**src/include/tcp_consts.svh**
```systemverilog
`ifndef TCP_CONSTS_SVH
`define TCP_CONSTS_SVH

// bit positions inside the 6-bit flags field
`define TCP_FLAG_FIN 0
`define TCP_FLAG_SYN 1
`define TCP_FLAG_RST 2
`define TCP_FLAG_ACK 4

// connect and disconnect timeout in clock cycles
`define TCP_CONN_TIMEOUT 400

// galois lfsr mask for x^32 + x^22 + x^2 + x + 1
`define TCP_ISN_POLY 32'h8020_0003
`define TCP_ISN_SEED 32'h1f3c_5a97 // must not be zero

// advertised receive window
`define TCP_DEFAULT_WND 16'd4000

// field widths
`define TCP_NUM_W  32
`define TCP_PORT_W 16

`endif

```
**src/hdl/tcp_pkg.sv**
```systemverilog
`default_nettype none

`include "tcp_consts.svh"

package tcp_pkg;

  typedef logic [`TCP_NUM_W-1:0]  tcp_num_t;  // seq and ack numbers
  typedef logic [`TCP_PORT_W-1:0] tcp_port_t;

  // status as seen by the user
  typedef enum logic [2:0] {
    tcp_closed,
    tcp_listening,
    tcp_connecting,
    tcp_connected,
    tcp_disconnecting
  } tcp_status_t;

  // header flags with fin in bit 0
  typedef struct packed {
    logic urg;
    logic ack;
    logic psh;
    logic rst;
    logic syn;
    logic fin;
  } tcp_flags_t;

  // how the current connection is being torn down
  typedef enum logic [1:0] {
    close_none,
    close_active,  // user dropped connect or listen
    close_passive, // remote sent fin
    close_reset    // remote sent rst
  } tcp_close_t;

endpackage

`default_nettype wire

```
**src/hdl/tcp_isn_gen.sv**
```systemverilog
`default_nettype none

`include "tcp_consts.svh"

module tcp_isn_gen (
  input  wire               clk,
  input  wire               rst_rec,
  output tcp_pkg::tcp_num_t isn
);

  logic fb; // bit shifted out this cycle

  assign fb = isn[0];

  // galois form folds the mask in whenever a one leaves the register
  always_ff @(posedge clk) begin
    if (rst_rec) begin
      isn <= `TCP_ISN_SEED;
    end else if (fb) begin
      isn <= {1'b0, isn[`TCP_NUM_W-1:1]} ^ `TCP_ISN_POLY;
    end else begin
      isn <= {1'b0, isn[`TCP_NUM_W-1:1]};
    end
  end

endmodule

`default_nettype wire

```
**src/hdl/tcp_rx_filter.sv**
```systemverilog
`default_nettype none

`include "tcp_consts.svh"

module tcp_rx_filter (
  input  wire                  clk,
  input  wire                  rst_rec,
  input  wire                  rx_valid,
  input  wire tcp_pkg::tcp_port_t  rx_src_port,
  input  wire tcp_pkg::tcp_port_t  rx_dst_port,
  input  wire tcp_pkg::tcp_num_t   rx_seq,
  input  wire tcp_pkg::tcp_num_t   rx_ack,
  input  wire tcp_pkg::tcp_flags_t rx_flags,
  input  wire tcp_pkg::tcp_port_t  listen_port,
  input  wire tcp_pkg::tcp_port_t  conn_loc_port,
  input  wire tcp_pkg::tcp_port_t  conn_rem_port,
  output logic                 evt_syn,
  output logic                 evt_syn_ack,
  output logic                 evt_ack,
  output logic                 evt_fin,
  output logic                 evt_rst,
  output tcp_pkg::tcp_num_t    evt_seq,
  output tcp_pkg::tcp_num_t    evt_ack_num
);

  logic lsn_hit;  // addressed to the open local port for the handshake
  logic conn_hit; // both ports belong to the current connection

  assign lsn_hit  = rx_valid && (rx_dst_port == listen_port);
  assign conn_hit = rx_valid && (rx_src_port == conn_rem_port) &&
                    (rx_dst_port == conn_loc_port);

  always_ff @(posedge clk) begin
    if (rst_rec) begin
      evt_syn     <= 1'b0;
      evt_syn_ack <= 1'b0;
      evt_ack     <= 1'b0;
      evt_fin     <= 1'b0;
      evt_rst     <= 1'b0;
    end else begin
      evt_syn     <= lsn_hit && (rx_flags == 6'(1 << `TCP_FLAG_SYN)); // bare syn only
      evt_syn_ack <= lsn_hit && rx_flags.syn && rx_flags.ack;
      evt_ack     <= conn_hit && rx_flags.ack;
      evt_fin     <= conn_hit && rx_flags.fin;
      evt_rst     <= conn_hit && rx_flags.rst;
    end
  end

  // numbers ride along with the event pulses
  always_ff @(posedge clk) begin
    evt_seq     <= rx_seq;
    evt_ack_num <= rx_ack;
  end

endmodule

`default_nettype wire

```
**src/hdl/tcp_conn_timer.sv**
```systemverilog
`default_nettype none

`include "tcp_consts.svh"

module tcp_conn_timer #(
  parameter int TICKS = `TCP_CONN_TIMEOUT
) (
  input  wire  clk,
  input  wire  rst_rec,
  input  wire  tmr_en,
  output logic tmr_expire
);

  localparam int CNT_W = $clog2(TICKS + 1);

  logic [CNT_W-1:0] cnt;

  always_ff @(posedge clk) begin
    if (rst_rec || !tmr_en) begin // count only while enabled
      cnt        <= '0;
      tmr_expire <= 1'b0;
    end else if (cnt == CNT_W'(TICKS - 1)) begin
      cnt        <= '0; // restart after the pulse
      tmr_expire <= 1'b1;
    end else begin
      cnt        <= cnt + 1'b1;
      tmr_expire <= 1'b0;
    end
  end

endmodule

`default_nettype wire

```
**src/hdl/tcp_conn_fsm.sv**
```systemverilog
`default_nettype none

`include "tcp_consts.svh"

module tcp_conn_fsm (
  input  wire                   clk,
  input  wire                   rst_rec,
  input  wire                   connect,
  input  wire                   listen,
  input  wire tcp_pkg::tcp_port_t loc_port,
  input  wire tcp_pkg::tcp_port_t rem_port,
  input  wire                   evt_syn,
  input  wire                   evt_syn_ack,
  input  wire                   evt_ack,
  input  wire                   evt_fin,
  input  wire                   evt_rst,
  input  wire tcp_pkg::tcp_num_t  evt_seq,
  input  wire tcp_pkg::tcp_num_t  evt_ack_num,
  input  wire tcp_pkg::tcp_num_t  isn,
  input  wire                   tmr_expire,
  output logic                  tmr_en,
  output tcp_pkg::tcp_port_t    conn_loc_port,
  output tcp_pkg::tcp_port_t    conn_rem_port,
  output tcp_pkg::tcp_status_t  status,
  output logic                  seg_valid,
  input  wire                   seg_ready,
  output tcp_pkg::tcp_flags_t   seg_flags,
  output tcp_pkg::tcp_port_t    seg_src_port,
  output tcp_pkg::tcp_port_t    seg_dst_port,
  output tcp_pkg::tcp_num_t     seg_seq,
  output tcp_pkg::tcp_num_t     seg_ack,
  output logic [15:0]           seg_wnd
);

  import tcp_pkg::*;

  localparam logic [5:0] FL_FIN = 6'(1 << `TCP_FLAG_FIN);
  localparam logic [5:0] FL_SYN = 6'(1 << `TCP_FLAG_SYN);
  localparam logic [5:0] FL_RST = 6'(1 << `TCP_FLAG_RST);
  localparam logic [5:0] FL_ACK = 6'(1 << `TCP_FLAG_ACK);

  typedef enum logic [3:0] {
    closed_s, listen_s, syn_send_s, syn_wait_s, ack_send_s, synack_send_s,
    synack_wait_s, established_s, dcn_fin_s, dcn_fin_wait_s, dcn_ack_s,
    dcn_last_s, dcn_rst_s, done_s
  } state_t;

  state_t      state;
  tcp_num_t    loc_seq;
  tcp_num_t    loc_ack;
  tcp_close_t  close_kind;
  logic        passive_open; // connection came from listen
  logic        got_ack;      // ack seen while waiting for the remote fin
  logic        clr_pend;
  logic        clr_go;
  logic        fin_clr;
  logic        usr_dcn;
  logic        xfer;
  logic        is_send;
  logic [5:0]  snd_flags;
  tcp_num_t    snd_seq;
  tcp_num_t    snd_ack;
  tcp_status_t st_cur;

  assign xfer    = seg_valid && seg_ready;
  assign usr_dcn = passive_open ? !listen : !connect;
  assign fin_clr = (state == done_s);
  assign clr_go  = clr_pend && (!seg_valid || seg_ready); // never drop a segment mid-handshake
  assign seg_wnd = `TCP_DEFAULT_WND;
  assign is_send = state inside {syn_send_s, ack_send_s, synack_send_s,
                                 dcn_fin_s, dcn_ack_s, dcn_rst_s};

  // fields of the segment owed by the current send state
  always_comb begin
    snd_flags = FL_ACK;
    snd_seq   = loc_seq;
    snd_ack   = loc_ack;
    case (state)
      syn_send_s: begin
        snd_flags = FL_SYN;
        snd_ack   = '0;
      end
      synack_send_s: snd_flags = FL_SYN | FL_ACK;
      dcn_fin_s:     snd_flags = FL_FIN | FL_ACK;
      dcn_ack_s:     snd_ack   = loc_ack + 1'b1; // acknowledge the remote fin
      dcn_rst_s:     snd_flags = FL_RST | FL_ACK;
      default: ;
    endcase
  end

  // a timeout or finished close is applied once the output is idle
  always_ff @(posedge clk) begin
    if (rst_rec || clr_go) begin
      clr_pend <= 1'b0;
    end else if (tmr_expire || fin_clr) begin
      clr_pend <= 1'b1;
    end
  end

  always_ff @(posedge clk) begin
    if (rst_rec || clr_go) begin
      state         <= closed_s;
      seg_valid     <= 1'b0;
      close_kind    <= close_none;
      passive_open  <= 1'b0;
      got_ack       <= 1'b0;
      conn_loc_port <= '0;
      conn_rem_port <= '0;
    end else begin
      if (is_send && !seg_valid) begin
        seg_valid <= 1'b1;
        seg_flags <= snd_flags;
        seg_seq   <= snd_seq;
        seg_ack   <= snd_ack;
      end
      if (xfer) seg_valid <= 1'b0;
      case (state)
        closed_s: begin
          close_kind    <= close_none;
          got_ack       <= 1'b0;
          conn_loc_port <= loc_port;
          conn_rem_port <= rem_port;
          seg_src_port  <= loc_port;
          seg_dst_port  <= rem_port;
          if (listen) begin
            passive_open <= 1'b1;
            state        <= listen_s;
          end else if (connect) begin
            passive_open <= 1'b0;
            loc_seq      <= isn;
            state        <= syn_send_s;
          end
        end
        ////////////////////////////////////////
        // open sequences
        ////////////////////////////////////////
        listen_s: begin
          if (!listen) begin
            state <= closed_s;
          end else if (evt_syn) begin
            loc_seq <= isn;
            loc_ack <= evt_seq + 1'b1;
            state   <= synack_send_s;
          end
        end
        syn_send_s: if (xfer) state <= syn_wait_s;
        syn_wait_s: begin
          if (evt_syn_ack && (evt_ack_num == loc_seq + 1'b1)) begin // must ack our isn
            loc_seq <= loc_seq + 1'b1;
            loc_ack <= evt_seq + 1'b1;
            state   <= ack_send_s;
          end
        end
        ack_send_s:    if (xfer) state <= established_s;
        synack_send_s: if (xfer) state <= synack_wait_s;
        synack_wait_s: begin
          if (evt_ack && (evt_seq == loc_ack)) begin
            loc_seq <= loc_seq + 1'b1;
            state   <= established_s;
          end
        end
        established_s: begin
          if (usr_dcn) begin
            close_kind <= close_active;
            state      <= dcn_fin_s;
          end else if (evt_fin) begin
            close_kind <= close_passive;
            state      <= dcn_ack_s;
          end else if (evt_rst) begin
            close_kind <= close_reset;
            state      <= dcn_rst_s;
          end
        end
        ////////////////////////////////////////
        // close sequences
        ////////////////////////////////////////
        dcn_fin_s: begin
          if (xfer) state <= (close_kind == close_passive) ? dcn_last_s : dcn_fin_wait_s;
        end
        dcn_fin_wait_s: begin // ack first, then the remote fin
          if (evt_ack) got_ack <= 1'b1;
          if (evt_fin && got_ack) state <= dcn_ack_s;
        end
        dcn_ack_s: begin
          if (xfer) begin
            loc_ack <= loc_ack + 1'b1;
            state   <= (close_kind == close_passive) ? dcn_fin_s : done_s;
          end
        end
        dcn_last_s: if (evt_ack) state <= done_s;
        dcn_rst_s:  if (xfer) state <= done_s;
        default: ; // done_s waits for the clear
      endcase
    end
  end

  always_comb begin
    case (state)
      listen_s: st_cur = tcp_listening;
      syn_send_s, syn_wait_s, ack_send_s, synack_send_s, synack_wait_s:
        st_cur = tcp_connecting;
      established_s: st_cur = tcp_connected;
      dcn_fin_s, dcn_fin_wait_s, dcn_ack_s, dcn_last_s, dcn_rst_s:
        st_cur = tcp_disconnecting;
      default: st_cur = tcp_closed;
    endcase
  end

  // status and timer enable trail the state by one cycle
  always_ff @(posedge clk) begin
    if (rst_rec || clr_go) begin
      status <= tcp_closed;
      tmr_en <= 1'b0;
    end else begin
      status <= st_cur;
      tmr_en <= st_cur inside {tcp_connecting, tcp_disconnecting};
    end
  end

endmodule

`default_nettype wire

```
**src/hdl/tcp_conn_engine.sv**
```systemverilog
`default_nettype none

module tcp_conn_engine (
  input  wire                    clk,
  input  wire                    rst_rec,
  // user control
  input  wire                    connect,
  input  wire                    listen,
  input  wire tcp_pkg::tcp_port_t  loc_port,
  input  wire tcp_pkg::tcp_port_t  rem_port,
  output tcp_pkg::tcp_status_t   status,
  // received segments
  input  wire                    rx_valid,
  input  wire tcp_pkg::tcp_port_t  rx_src_port,
  input  wire tcp_pkg::tcp_port_t  rx_dst_port,
  input  wire tcp_pkg::tcp_num_t   rx_seq,
  input  wire tcp_pkg::tcp_num_t   rx_ack,
  input  wire tcp_pkg::tcp_flags_t rx_flags,
  // outgoing segments
  output logic                   seg_valid,
  input  wire                    seg_ready,
  output tcp_pkg::tcp_flags_t    seg_flags,
  output tcp_pkg::tcp_port_t     seg_src_port,
  output tcp_pkg::tcp_port_t     seg_dst_port,
  output tcp_pkg::tcp_num_t      seg_seq,
  output tcp_pkg::tcp_num_t      seg_ack,
  output logic [15:0]            seg_wnd
);

  import tcp_pkg::*;

  logic      evt_syn, evt_syn_ack, evt_ack, evt_fin, evt_rst;
  tcp_num_t  evt_seq, evt_ack_num;
  tcp_num_t  isn;
  tcp_port_t conn_loc_port, conn_rem_port;
  logic      tmr_en, tmr_expire;

  tcp_isn_gen isn_gen0 (.clk(clk), .rst_rec(rst_rec), .isn(isn));

  tcp_rx_filter rx_filter0 (
    .clk(clk), .rst_rec(rst_rec), .rx_valid(rx_valid),
    .rx_src_port(rx_src_port), .rx_dst_port(rx_dst_port),
    .rx_seq(rx_seq), .rx_ack(rx_ack), .rx_flags(rx_flags),
    .listen_port(loc_port), // handshake is matched against the user port
    .conn_loc_port(conn_loc_port), .conn_rem_port(conn_rem_port),
    .evt_syn(evt_syn), .evt_syn_ack(evt_syn_ack), .evt_ack(evt_ack),
    .evt_fin(evt_fin), .evt_rst(evt_rst),
    .evt_seq(evt_seq), .evt_ack_num(evt_ack_num)
  );

  tcp_conn_timer conn_timer0 (
    .clk(clk), .rst_rec(rst_rec), .tmr_en(tmr_en), .tmr_expire(tmr_expire)
  );

  tcp_conn_fsm conn_fsm0 (
    .clk(clk), .rst_rec(rst_rec), .connect(connect), .listen(listen),
    .loc_port(loc_port), .rem_port(rem_port),
    .evt_syn(evt_syn), .evt_syn_ack(evt_syn_ack), .evt_ack(evt_ack),
    .evt_fin(evt_fin), .evt_rst(evt_rst),
    .evt_seq(evt_seq), .evt_ack_num(evt_ack_num),
    .isn(isn), .tmr_expire(tmr_expire), .tmr_en(tmr_en),
    .conn_loc_port(conn_loc_port), .conn_rem_port(conn_rem_port), .status(status),
    .seg_valid(seg_valid), .seg_ready(seg_ready), .seg_flags(seg_flags),
    .seg_src_port(seg_src_port), .seg_dst_port(seg_dst_port),
    .seg_seq(seg_seq), .seg_ack(seg_ack), .seg_wnd(seg_wnd)
  );

endmodule

`default_nettype wire

```
**config.mk**
```make
export PLATFORM = sky130hd
export DESIGN_NAME = tcp_conn_engine
export DESIGN_NICKNAME = d
export VERILOG_FILES = /design/src/hdl/tcp_pkg.sv /design/src/hdl/tcp_isn_gen.sv /design/src/hdl/tcp_rx_filter.sv /design/src/hdl/tcp_conn_timer.sv /design/src/hdl/tcp_conn_fsm.sv /design/src/hdl/tcp_conn_engine.sv
export VERILOG_INCLUDE_DIRS = /design/src /design/src/include
export SDC_FILE = /design/constraint.sdc
export NUM_CORES = 1
export LEC_CHECK = 0
export BUFFER_PORTS_ARGS = -buffer_cell sky130_fd_sc_hd__buf_4
export CORE_MARGIN = 8
export CORE_UTILIZATION = 50
export DETAILED_ROUTE_END_ITERATION = 8
export GPL_TIMING_DRIVEN = 0
export PLACE_DENSITY = 0.75
export SKIP_CTS_REPAIR_TIMING = 1
export SYNTH_ARGS = -nofsm -noshare
export SYNTH_HDL_FRONTEND = slang
export SYNTH_SLANG_ARGS = --single-unit
```
**constraint.sdc**
```tcl
create_clock -name clk -period 9.4 [get_ports clk]
set_input_delay 1.41 -clock clk [delete_from_list [all_inputs] [get_ports clk]]
set_output_delay 1.41 -clock clk [all_outputs]
set_load 0.03 [all_outputs]
```
==> results by group, run 1 <==
Yosys
  • Cell taking the most area after synthesis: edfxtp_1
  • Number of enable flip-flop cells after synthesis: 164
  • Count of cell types in the netlist: 75
  • Flops & latches, synth: 324
  • Syn. warnings: 0
  • Top cells by count, synth: 177 x nand2_1, 164 x edfxtp_1, 160 x dfxtp_1
  • Ys async rst share: 0%
  • Count leader, synth: nand2_1
  • Cell area after synthesis: 14900 um^2
  • Yosys top cell area share: 33.0%
  • Synth top area cells: edfxtp_1 33%, dfxtp_1 21%, xnor2_1 7.0%
  • Cells after synthesis: 1462
  • Synthesized area per cell: 10.2 um^2
  • Most used DFF post-synth: edfxtp_1
  • Seq/Total Area, Yosys: 54.4%

Placement
  • Final HPWL DP: 31000 um
  • Port bufs: 241
  • RePlAce Congestion: 0.912
  • Area after DPL: 17500 um^2

Routing
  • Drt total wl: 41000 um
  • Final ANT Viol Nets: 0
  • Drt drc: 0
  • 1st-pass router iterations: 7
  • 1st-iter DRT viols: 876
  • Routed length per instance: 18.8 um
  • DR vias: 11933
  • DR vias/cell: 5.46

Clock tree
  • CTS Buf Count: 35
  • CTS tree: built
  • CTS sink cnt: 324
  • Clk_lat worst skew: 0.52 ns
  • Reg clk slew, reported paths: 0.06 ns
  • Root buf cell: clkbuf_16
  • H-tree depth: 2
  • CTS Buffer Depth: 3

Final layout
  • Final core utilization: 63.1%
  • Post-route cell area: 18600 um^2
  • # nets final: 1911
  • Ant diodes: 0
  • Fillers: 2461
  • Area grow syn2layout: 24.8%
  • Share of cells above drive strength 1: 21.0%

STA
  • Slew @ Worst Pin: 0.949 ns
  • Max-slew violations: 0
  • Fmax: 0.196 GHz
  • Min cycle time layout: 5.10 ns
  • Unrepaired setup endpoints after global routing: false
  • Setup total negative slack: 0 ns
  • Final setup fails: 0
  • Slew HR: 36.2%
  • Part of the cycle the worst path needs: 54.3%
  • Final hold violation count: 0
  • Clock skew: 0.0192 ns
  • Worst-case hold slack: 0.429 ns

Worst setup path
  • Crit Path Class: reg -> reg
  • Crit Path Max Fanout: 10
  • Startpoint type of the worst setup path: flip-flop
  • Crit end category: flip-flop
  • Worst reg-to-reg setup slack: 4.30 ns
  • FF-to-FF Start: conn_fsm0.loc_seq[6]$_DFFE_PP_
  • CP required: 9.62 ns
  • Worst Path Arrival: 5.32 ns
  • Reg2reg path depth: 12
  • Worst reg2reg endpoint: conn_fsm0.loc_seq[22]$_DFFE_PP_

Global routing
  • Vias in the first global route: 12041
  • Initial antenna violation count: 0
  • Overflow after GRT: 0
  • First-pass GRT wire length: 63900 um
  • Tot GR Track Use: 22.2%
  • Largest net degree at the start of global routing: 33

Pwr
  • Worst vdd ir: 158 uV
  • Leak Pwr: 0.00710 uW
  • PD cells: 246 nW/um^2
  • Final Power: 4590 uW

Worst hold path
  • Hold_sp: conn_fsm0.st_cur[0]$_SDFF_PP0_
  • Min-delay worst type: reg -> reg
  • Hold Path Sink: conn_fsm0.tmr_en$_SDFF_PP0_
  • Hold Crit Depth: 1

Floorplanning
  • Starting Density: 50.5%
  • Core area: 29600 um^2
  • Chip Height: 189 um
  • Width of the die: 189 um
  • IO Pins: 262
  • Row Count: 63
  • Die area: 35700 um^2

Flow run
  • Max-Cap Viols: 0

Run status
  • Outcome: complete, no violations
==> metal layers <==
metal / vias up / wire length, um / track usage (%)
li1: 5715 / - / -
met1: 5592 / 17200 / 28.2
met2: 522 / 19100 / 36.4
met3: 104 / 3260 / 5.27
met4: 0 / 1360 / 8.39
met5: - / 0 / 0
==> registers in the layout (all words and copies together), names as in the netlist, 32 cells and up <==
| register | cells |
|---|---|
| conn_fsm0.seg_seq | 32 |
| rx_filter0.evt_seq | 32 |
| conn_fsm0.seg_ack | 32 |
| isn_gen0.isn | 32 |
| conn_fsm0.loc_ack | 32 |
| conn_fsm0.loc_seq | 32 |
| rx_filter0.evt_ack_num | 32 |
==> stage by stage <==
stage,setup slack [ns],instances
floorplan,2.29,1478
global placement,-0.506,2109
detailed placement,4.38,2120
CTS,4.32,2184
global route,4.10,2184
finish,4.30,2184
==> worst max path at each step <==
| stage | startpoint | end | slack, ns | depth (start not counted) |
|---|---|---|---|---|
| global route | conn_fsm0.loc_seq[6]$_DFFE_PP_ | conn_fsm0.loc_seq[26]$_DFFE_PP_ | 4.10 | 12 |
| global placement | seg_ready | conn_fsm0.seg_valid$_SDFFE_PP0P_ | -0.51 | 5 |
| CTS | conn_fsm0.loc_seq[6]$_DFFE_PP_ | conn_fsm0.loc_seq[22]$_DFFE_PP_ | 4.32 | 12 |
| detailed placement | conn_fsm0.loc_seq[6]$_DFFE_PP_ | conn_fsm0.loc_seq[22]$_DFFE_PP_ | 4.38 | 12 |
| finish | conn_fsm0.loc_seq[6]$_DFFE_PP_ | conn_fsm0.loc_seq[22]$_DFFE_PP_ | 4.30 | 12 |
| floorplan | seg_ready | conn_fsm0.seg_ack[0]$_DFFE_PP_ | 2.29 | 3 |
==> power breakdown <==
part           switching [uW]  internal [uW]
sequential                133           1770
combinational             847            473
clock                     556            812
==> logic make-up (layout without fill, tap and decap cells) <==
group	Yosys count	count (layout)	share of synthesized area (%)
simple gates	569	569	19.1
other cells	2	18	0.0503
flops	324	324	54.4
compound gates	217	217	8.55
fa+ha+maj	4	4	0.335
mux	21	21	1.43
xor+xnor	208	208	12.7
buf+inv	117	433	3.48
==> worst max-delay path, stage by stage, from the launching register on <==
cell and delay [ns]:
edfxtp_1 0.38, buf_2 0.26, nand2_1 0.22, nor4_2 0.88, nand3_1 0.35, xnor2_1 0.23, a221o_1 0.36, nor4_2 0.50
and4_1 0.35, o21ai_0 0.23, nor3_2 0.62, buf_6 0.25, buf_6 0.15
==> layout by cell type (no fill, tap or decap), types with 17 or more instances in the layout <==
master,synthesis,final
clkbuf_16,0,39
xnor2_1,120,120
conb_1,2,18
nand3_1,55,55
nand4_1,38,38
o21ai_0,71,71
nand2_1,177,177
mux2i_1,18,18
dfxtp_1,160,160
clkbuf_1,71,76
nor2_1,113,111
nor4_1,26,25
or2_2,17,17
buf_4,18,261
edfxtp_1,164,164
nor3_1,32,30
and3_1,21,21
nor2b_1,26,26
a21oi_1,86,86
xor2_1,83,83
==> layout make-up <==
cell class	count	area [um^2]	share of cell area [%]
flip-flops and latches	324	8130	43.6
multi-input cells	1037	6380	34.2
repair buffers	252	1950	10.5
clock buffers	51	1090	5.85
well taps	390	488	2.62
plain buffers	101	459	2.46
clock inverters	13	85.1	0.456
inverters	16	60.1	0.322
No activity file was read; power rests on OpenSTA's default activity.
==> run 2: changes to the inputs <==
--- a/config.mk
+++ b/config.mk
@@ -11,7 +11,7 @@
 export CORE_UTILIZATION = 50
 export DETAILED_ROUTE_END_ITERATION = 8
 export GPL_TIMING_DRIVEN = 0
-export PLACE_DENSITY = 0.75
+export PLACE_DENSITY = 0.77
 export SKIP_CTS_REPAIR_TIMING = 1
 export SYNTH_ARGS = -nofsm -noshare
 export SYNTH_HDL_FRONTEND = slang
==> constraint.sdc (replaced) <==
create_clock -name clk -period 4.65 [get_ports clk]
set_input_delay 0.6975 -clock clk [delete_from_list [all_inputs] [get_ports clk]]
set_output_delay 0.6975 -clock clk [all_outputs]
set_load 0.03 [all_outputs]
==> results by group, run 2 (same netlist as run 1, synthesis figures left out) <==
Run status
  • Outcome: complete, no violations

Final layout
  • Share of cells above drive strength 1: 20.9% (-0.11 points)
  • Final core utilization: 63.3% (+0.25 points)
  • Most common cell after layout, fill and taps aside: buf_4
  • Fillers: 2411 (-2.0%)
  • Register area: 8130 um^2 (unchanged)
  • Ant diodes: 0 (unchanged)
  • Area grow syn2layout: 25.3%
  • # nets final: 1913 (+0.10%)
  • Most frequent cells in the layout: 264 x buf_4, 177 x nand2_1, 164 x edfxtp_1, 160 x dfxtp_1, 120 x xnor2_1
  • Area occupied by multi-input gates: 6420 um^2 (+0.67%)

Clock tree
  • Reg clk slew, reported paths: 0.06 ns (about the same)
  • H-tree depth: 2 (unchanged)
  • CTS Buf Count: 35 (unchanged)
  • CTS tree: built
  • CTS Buffer Depth: 3 (unchanged)
  • Clk_lat worst skew: 0.52 ns (about the same)
  • CTS sink cnt: 324 (unchanged)
  • Root buf cell: clkbuf_16

Global routing
  • Overflow after GRT: 0 (unchanged)
  • Gr busiest metal: met2
  • First-pass GRT wire length: 64300 um (+0.58%)
  • Tot GR Track Use: 22.4% (+0.19 points)
  • Initial antenna violation count: 0 (unchanged)
  • Grt met2 use: 37.0% (+0.64 points)
  • M1 GR Usage: 28.3% (+0.12 points)
  • Met3 GRT Util: 5.69% (+0.43 points)
  • Largest net degree at the start of global routing: 33 (unchanged)
  • Vias in the first global route: 11893 (-1.2%)

STA
  • Fmax: 0.228 GHz (+16%)
  • Min cycle time layout: 4.39 ns (-0.708 ns)
  • Setup total negative slack: 0 ns (unchanged)
  • Unrepaired setup endpoints after global routing: false
  • Slew HR: 40.0% (+3.8 points)
  • Max-slew violations: 0 (unchanged)
  • Part of the cycle the worst path needs: 94.5% (+40 points)
  • Final hold violation count: 0 (unchanged)
  • Slew @ Worst Pin: 0.897 ns (-0.0516 ns)
  • Final setup fails: 0 (unchanged)
  • Clock skew: 0.0209 ns (+0.00168 ns)

Pwr
  • Sequential power share: 41.3% (-0.2 points)
  • Leak Pwr: 0.00710 uW (about the same)
  • Switch share: 33.5% (+0.087 points)
  • Int Pwr: 6200 uW (+100%)
  • PD cells: 498 nW/um^2 (+100%)
  • Proportion of power drawn by combinational gates: 29.3% (+0.6 points)
  • Clk pwr share: 29.3% (-0.5 points)
  • Final Power: 9320 uW (+100%)
  • Net Switching: 3120 uW (+100%)
  • Worst vdd ir: 377 uV (+140%)

Floorplanning
  • Starting Density: 50.5% (unchanged)
  • Core area: 29600 um^2 (unchanged)
  • Row Count: 63 (unchanged)
  • Chip Height: 189 um (unchanged)
  • Die area: 35700 um^2 (unchanged)
  • Width of the die: 189 um (unchanged)
  • IO Pins: 262 (unchanged)

Worst setup path
  • Crit Path Class: reg -> reg
  • Worst reg-to-reg setup slack: 0.26 ns (-4.04 ns)
  • CP required: 4.86 ns (-4.76 ns)
  • Reg2reg path depth: 12 (unchanged)
  • Worst reg2reg endpoint: conn_fsm0.loc_seq[12]$_DFFE_PP_
  • Crit Path Max Fanout: 15 (+5)
  • Startpoint type of the worst setup path: flip-flop
  • CP Launch Point: conn_fsm0.loc_seq[6]$_DFFE_PP_
  • Worst Path Arrival: 4.60 ns (-0.72 ns)
  • FF-to-FF Start: conn_fsm0.loc_seq[6]$_DFFE_PP_
  • Crit end category: flip-flop
  • CP Capture Point: conn_fsm0.loc_seq[12]$_DFFE_PP_

Flow run
  • Max-Cap Viols: 0 (unchanged)

Placement
  • RePlAce Congestion: 0.898 (-1.6%)
  • Port bufs: 241 (unchanged)
  • Final HPWL DP: 31300 um (+0.69%)

Routing
  • Drt drc: 0 (unchanged)
  • DR vias/cell: 5.41 (-0.91%)
  • 1st-pass router iterations: 5 (-2)
  • Final ANT Viol Nets: 0 (unchanged)
  • Drt total wl: 41300 um (+0.94%)
  • DR vias: 11824 (-0.91%)
  • Routed length per instance: 18.9 um (+0.94%)
  • 1st-iter DRT viols: 920 (+5.0%)

Worst hold path
  • Min-delay worst type: in -> reg
[run 2: worst min path at each step]
stage / startpoint / end / slack [ns] / cells after the start
2_1_floorplan: conn_fsm0.st_cur[0]$_SDFF_PP0_ / conn_fsm0.tmr_en$_SDFF_PP0_ / 0.39 / 1
3_3_place_gp: conn_fsm0.st_cur[0]$_SDFF_PP0_ / conn_fsm0.tmr_en$_SDFF_PP0_ / 0.40 / 1
3_5_place_dp: conn_fsm0.st_cur[0]$_SDFF_PP0_ / conn_fsm0.tmr_en$_SDFF_PP0_ / 0.40 / 1
4_1_cts: rx_ack[10] / rx_filter0.evt_ack_num[10]$_DFF_P_ / 0.26 / 1
5_1_grt: rx_ack[8] / rx_filter0.evt_ack_num[8]$_DFF_P_ / 0.26 / 1
6_report: rx_seq[13] / rx_filter0.evt_seq[13]$_DFF_P_ / 0.28 / 1
[run 2: through the flow]
| step | area [um^2] | worst slack [ns] | instances | hold slack [ns] |
|---|---|---|---|---|
| floorplan | 15000 | 0.100 | 1478 | 0.390 |
| CTS | 18600 | -0.459 | 2179 | 0.262 |
| global route | 18700 | 0.0980 | 2184 | 0.257 |
| detailed placement | 17500 | -0.435 | 2117 | 0.403 |
| global placement | 17300 | -1.62 | 2109 | 0.404 |
| finish | 18700 | 0.257 | 2184 | 0.284 |
[run 2: routing by layer]
metal	up-vias	routed length, um
li1	5706	-
met1	5586	17300
met2	452	19500
met3	80	3350
met4	0	1140
met5	-	0
[run 2: power groups by stage]
stage / logic, uW / registers, uW / clock network [uW]
after floorplan: 1340 / 4230 / 0
after global routing: 2950 / 3900 / 2910
final: 2730 / 3850 / 2730
after CTS: 2700 / 3860 / 2800
after detailed placement: 2690 / 3910 / 0
after global placement: 2530 / 3930 / 0
[run 2: layout make-up]
cell class,instances,area share [%]
plain buffers,101,2.45
clock buffers,51,5.56
clock inverters,11,0.501
inverters,16,0.321
multi-input cells,1037,34.3
flip-flops and latches,324,43.4
well taps,390,2.61
repair buffers,254,10.8
[run 2: worst max-delay path, stage by stage, from the launching register on]
cell      delay (ns)
edfxtp_1        0.36
buf_2           0.25
nand2_1         0.26
nor4_4          0.67
nand3_1         0.32
xnor2_1         0.21
a221o_1         0.38
nor4_4          0.39
and4_1          0.32
o21ai_0         0.27
nor3_4          0.28
buf_8           0.18
buf_8           0.18
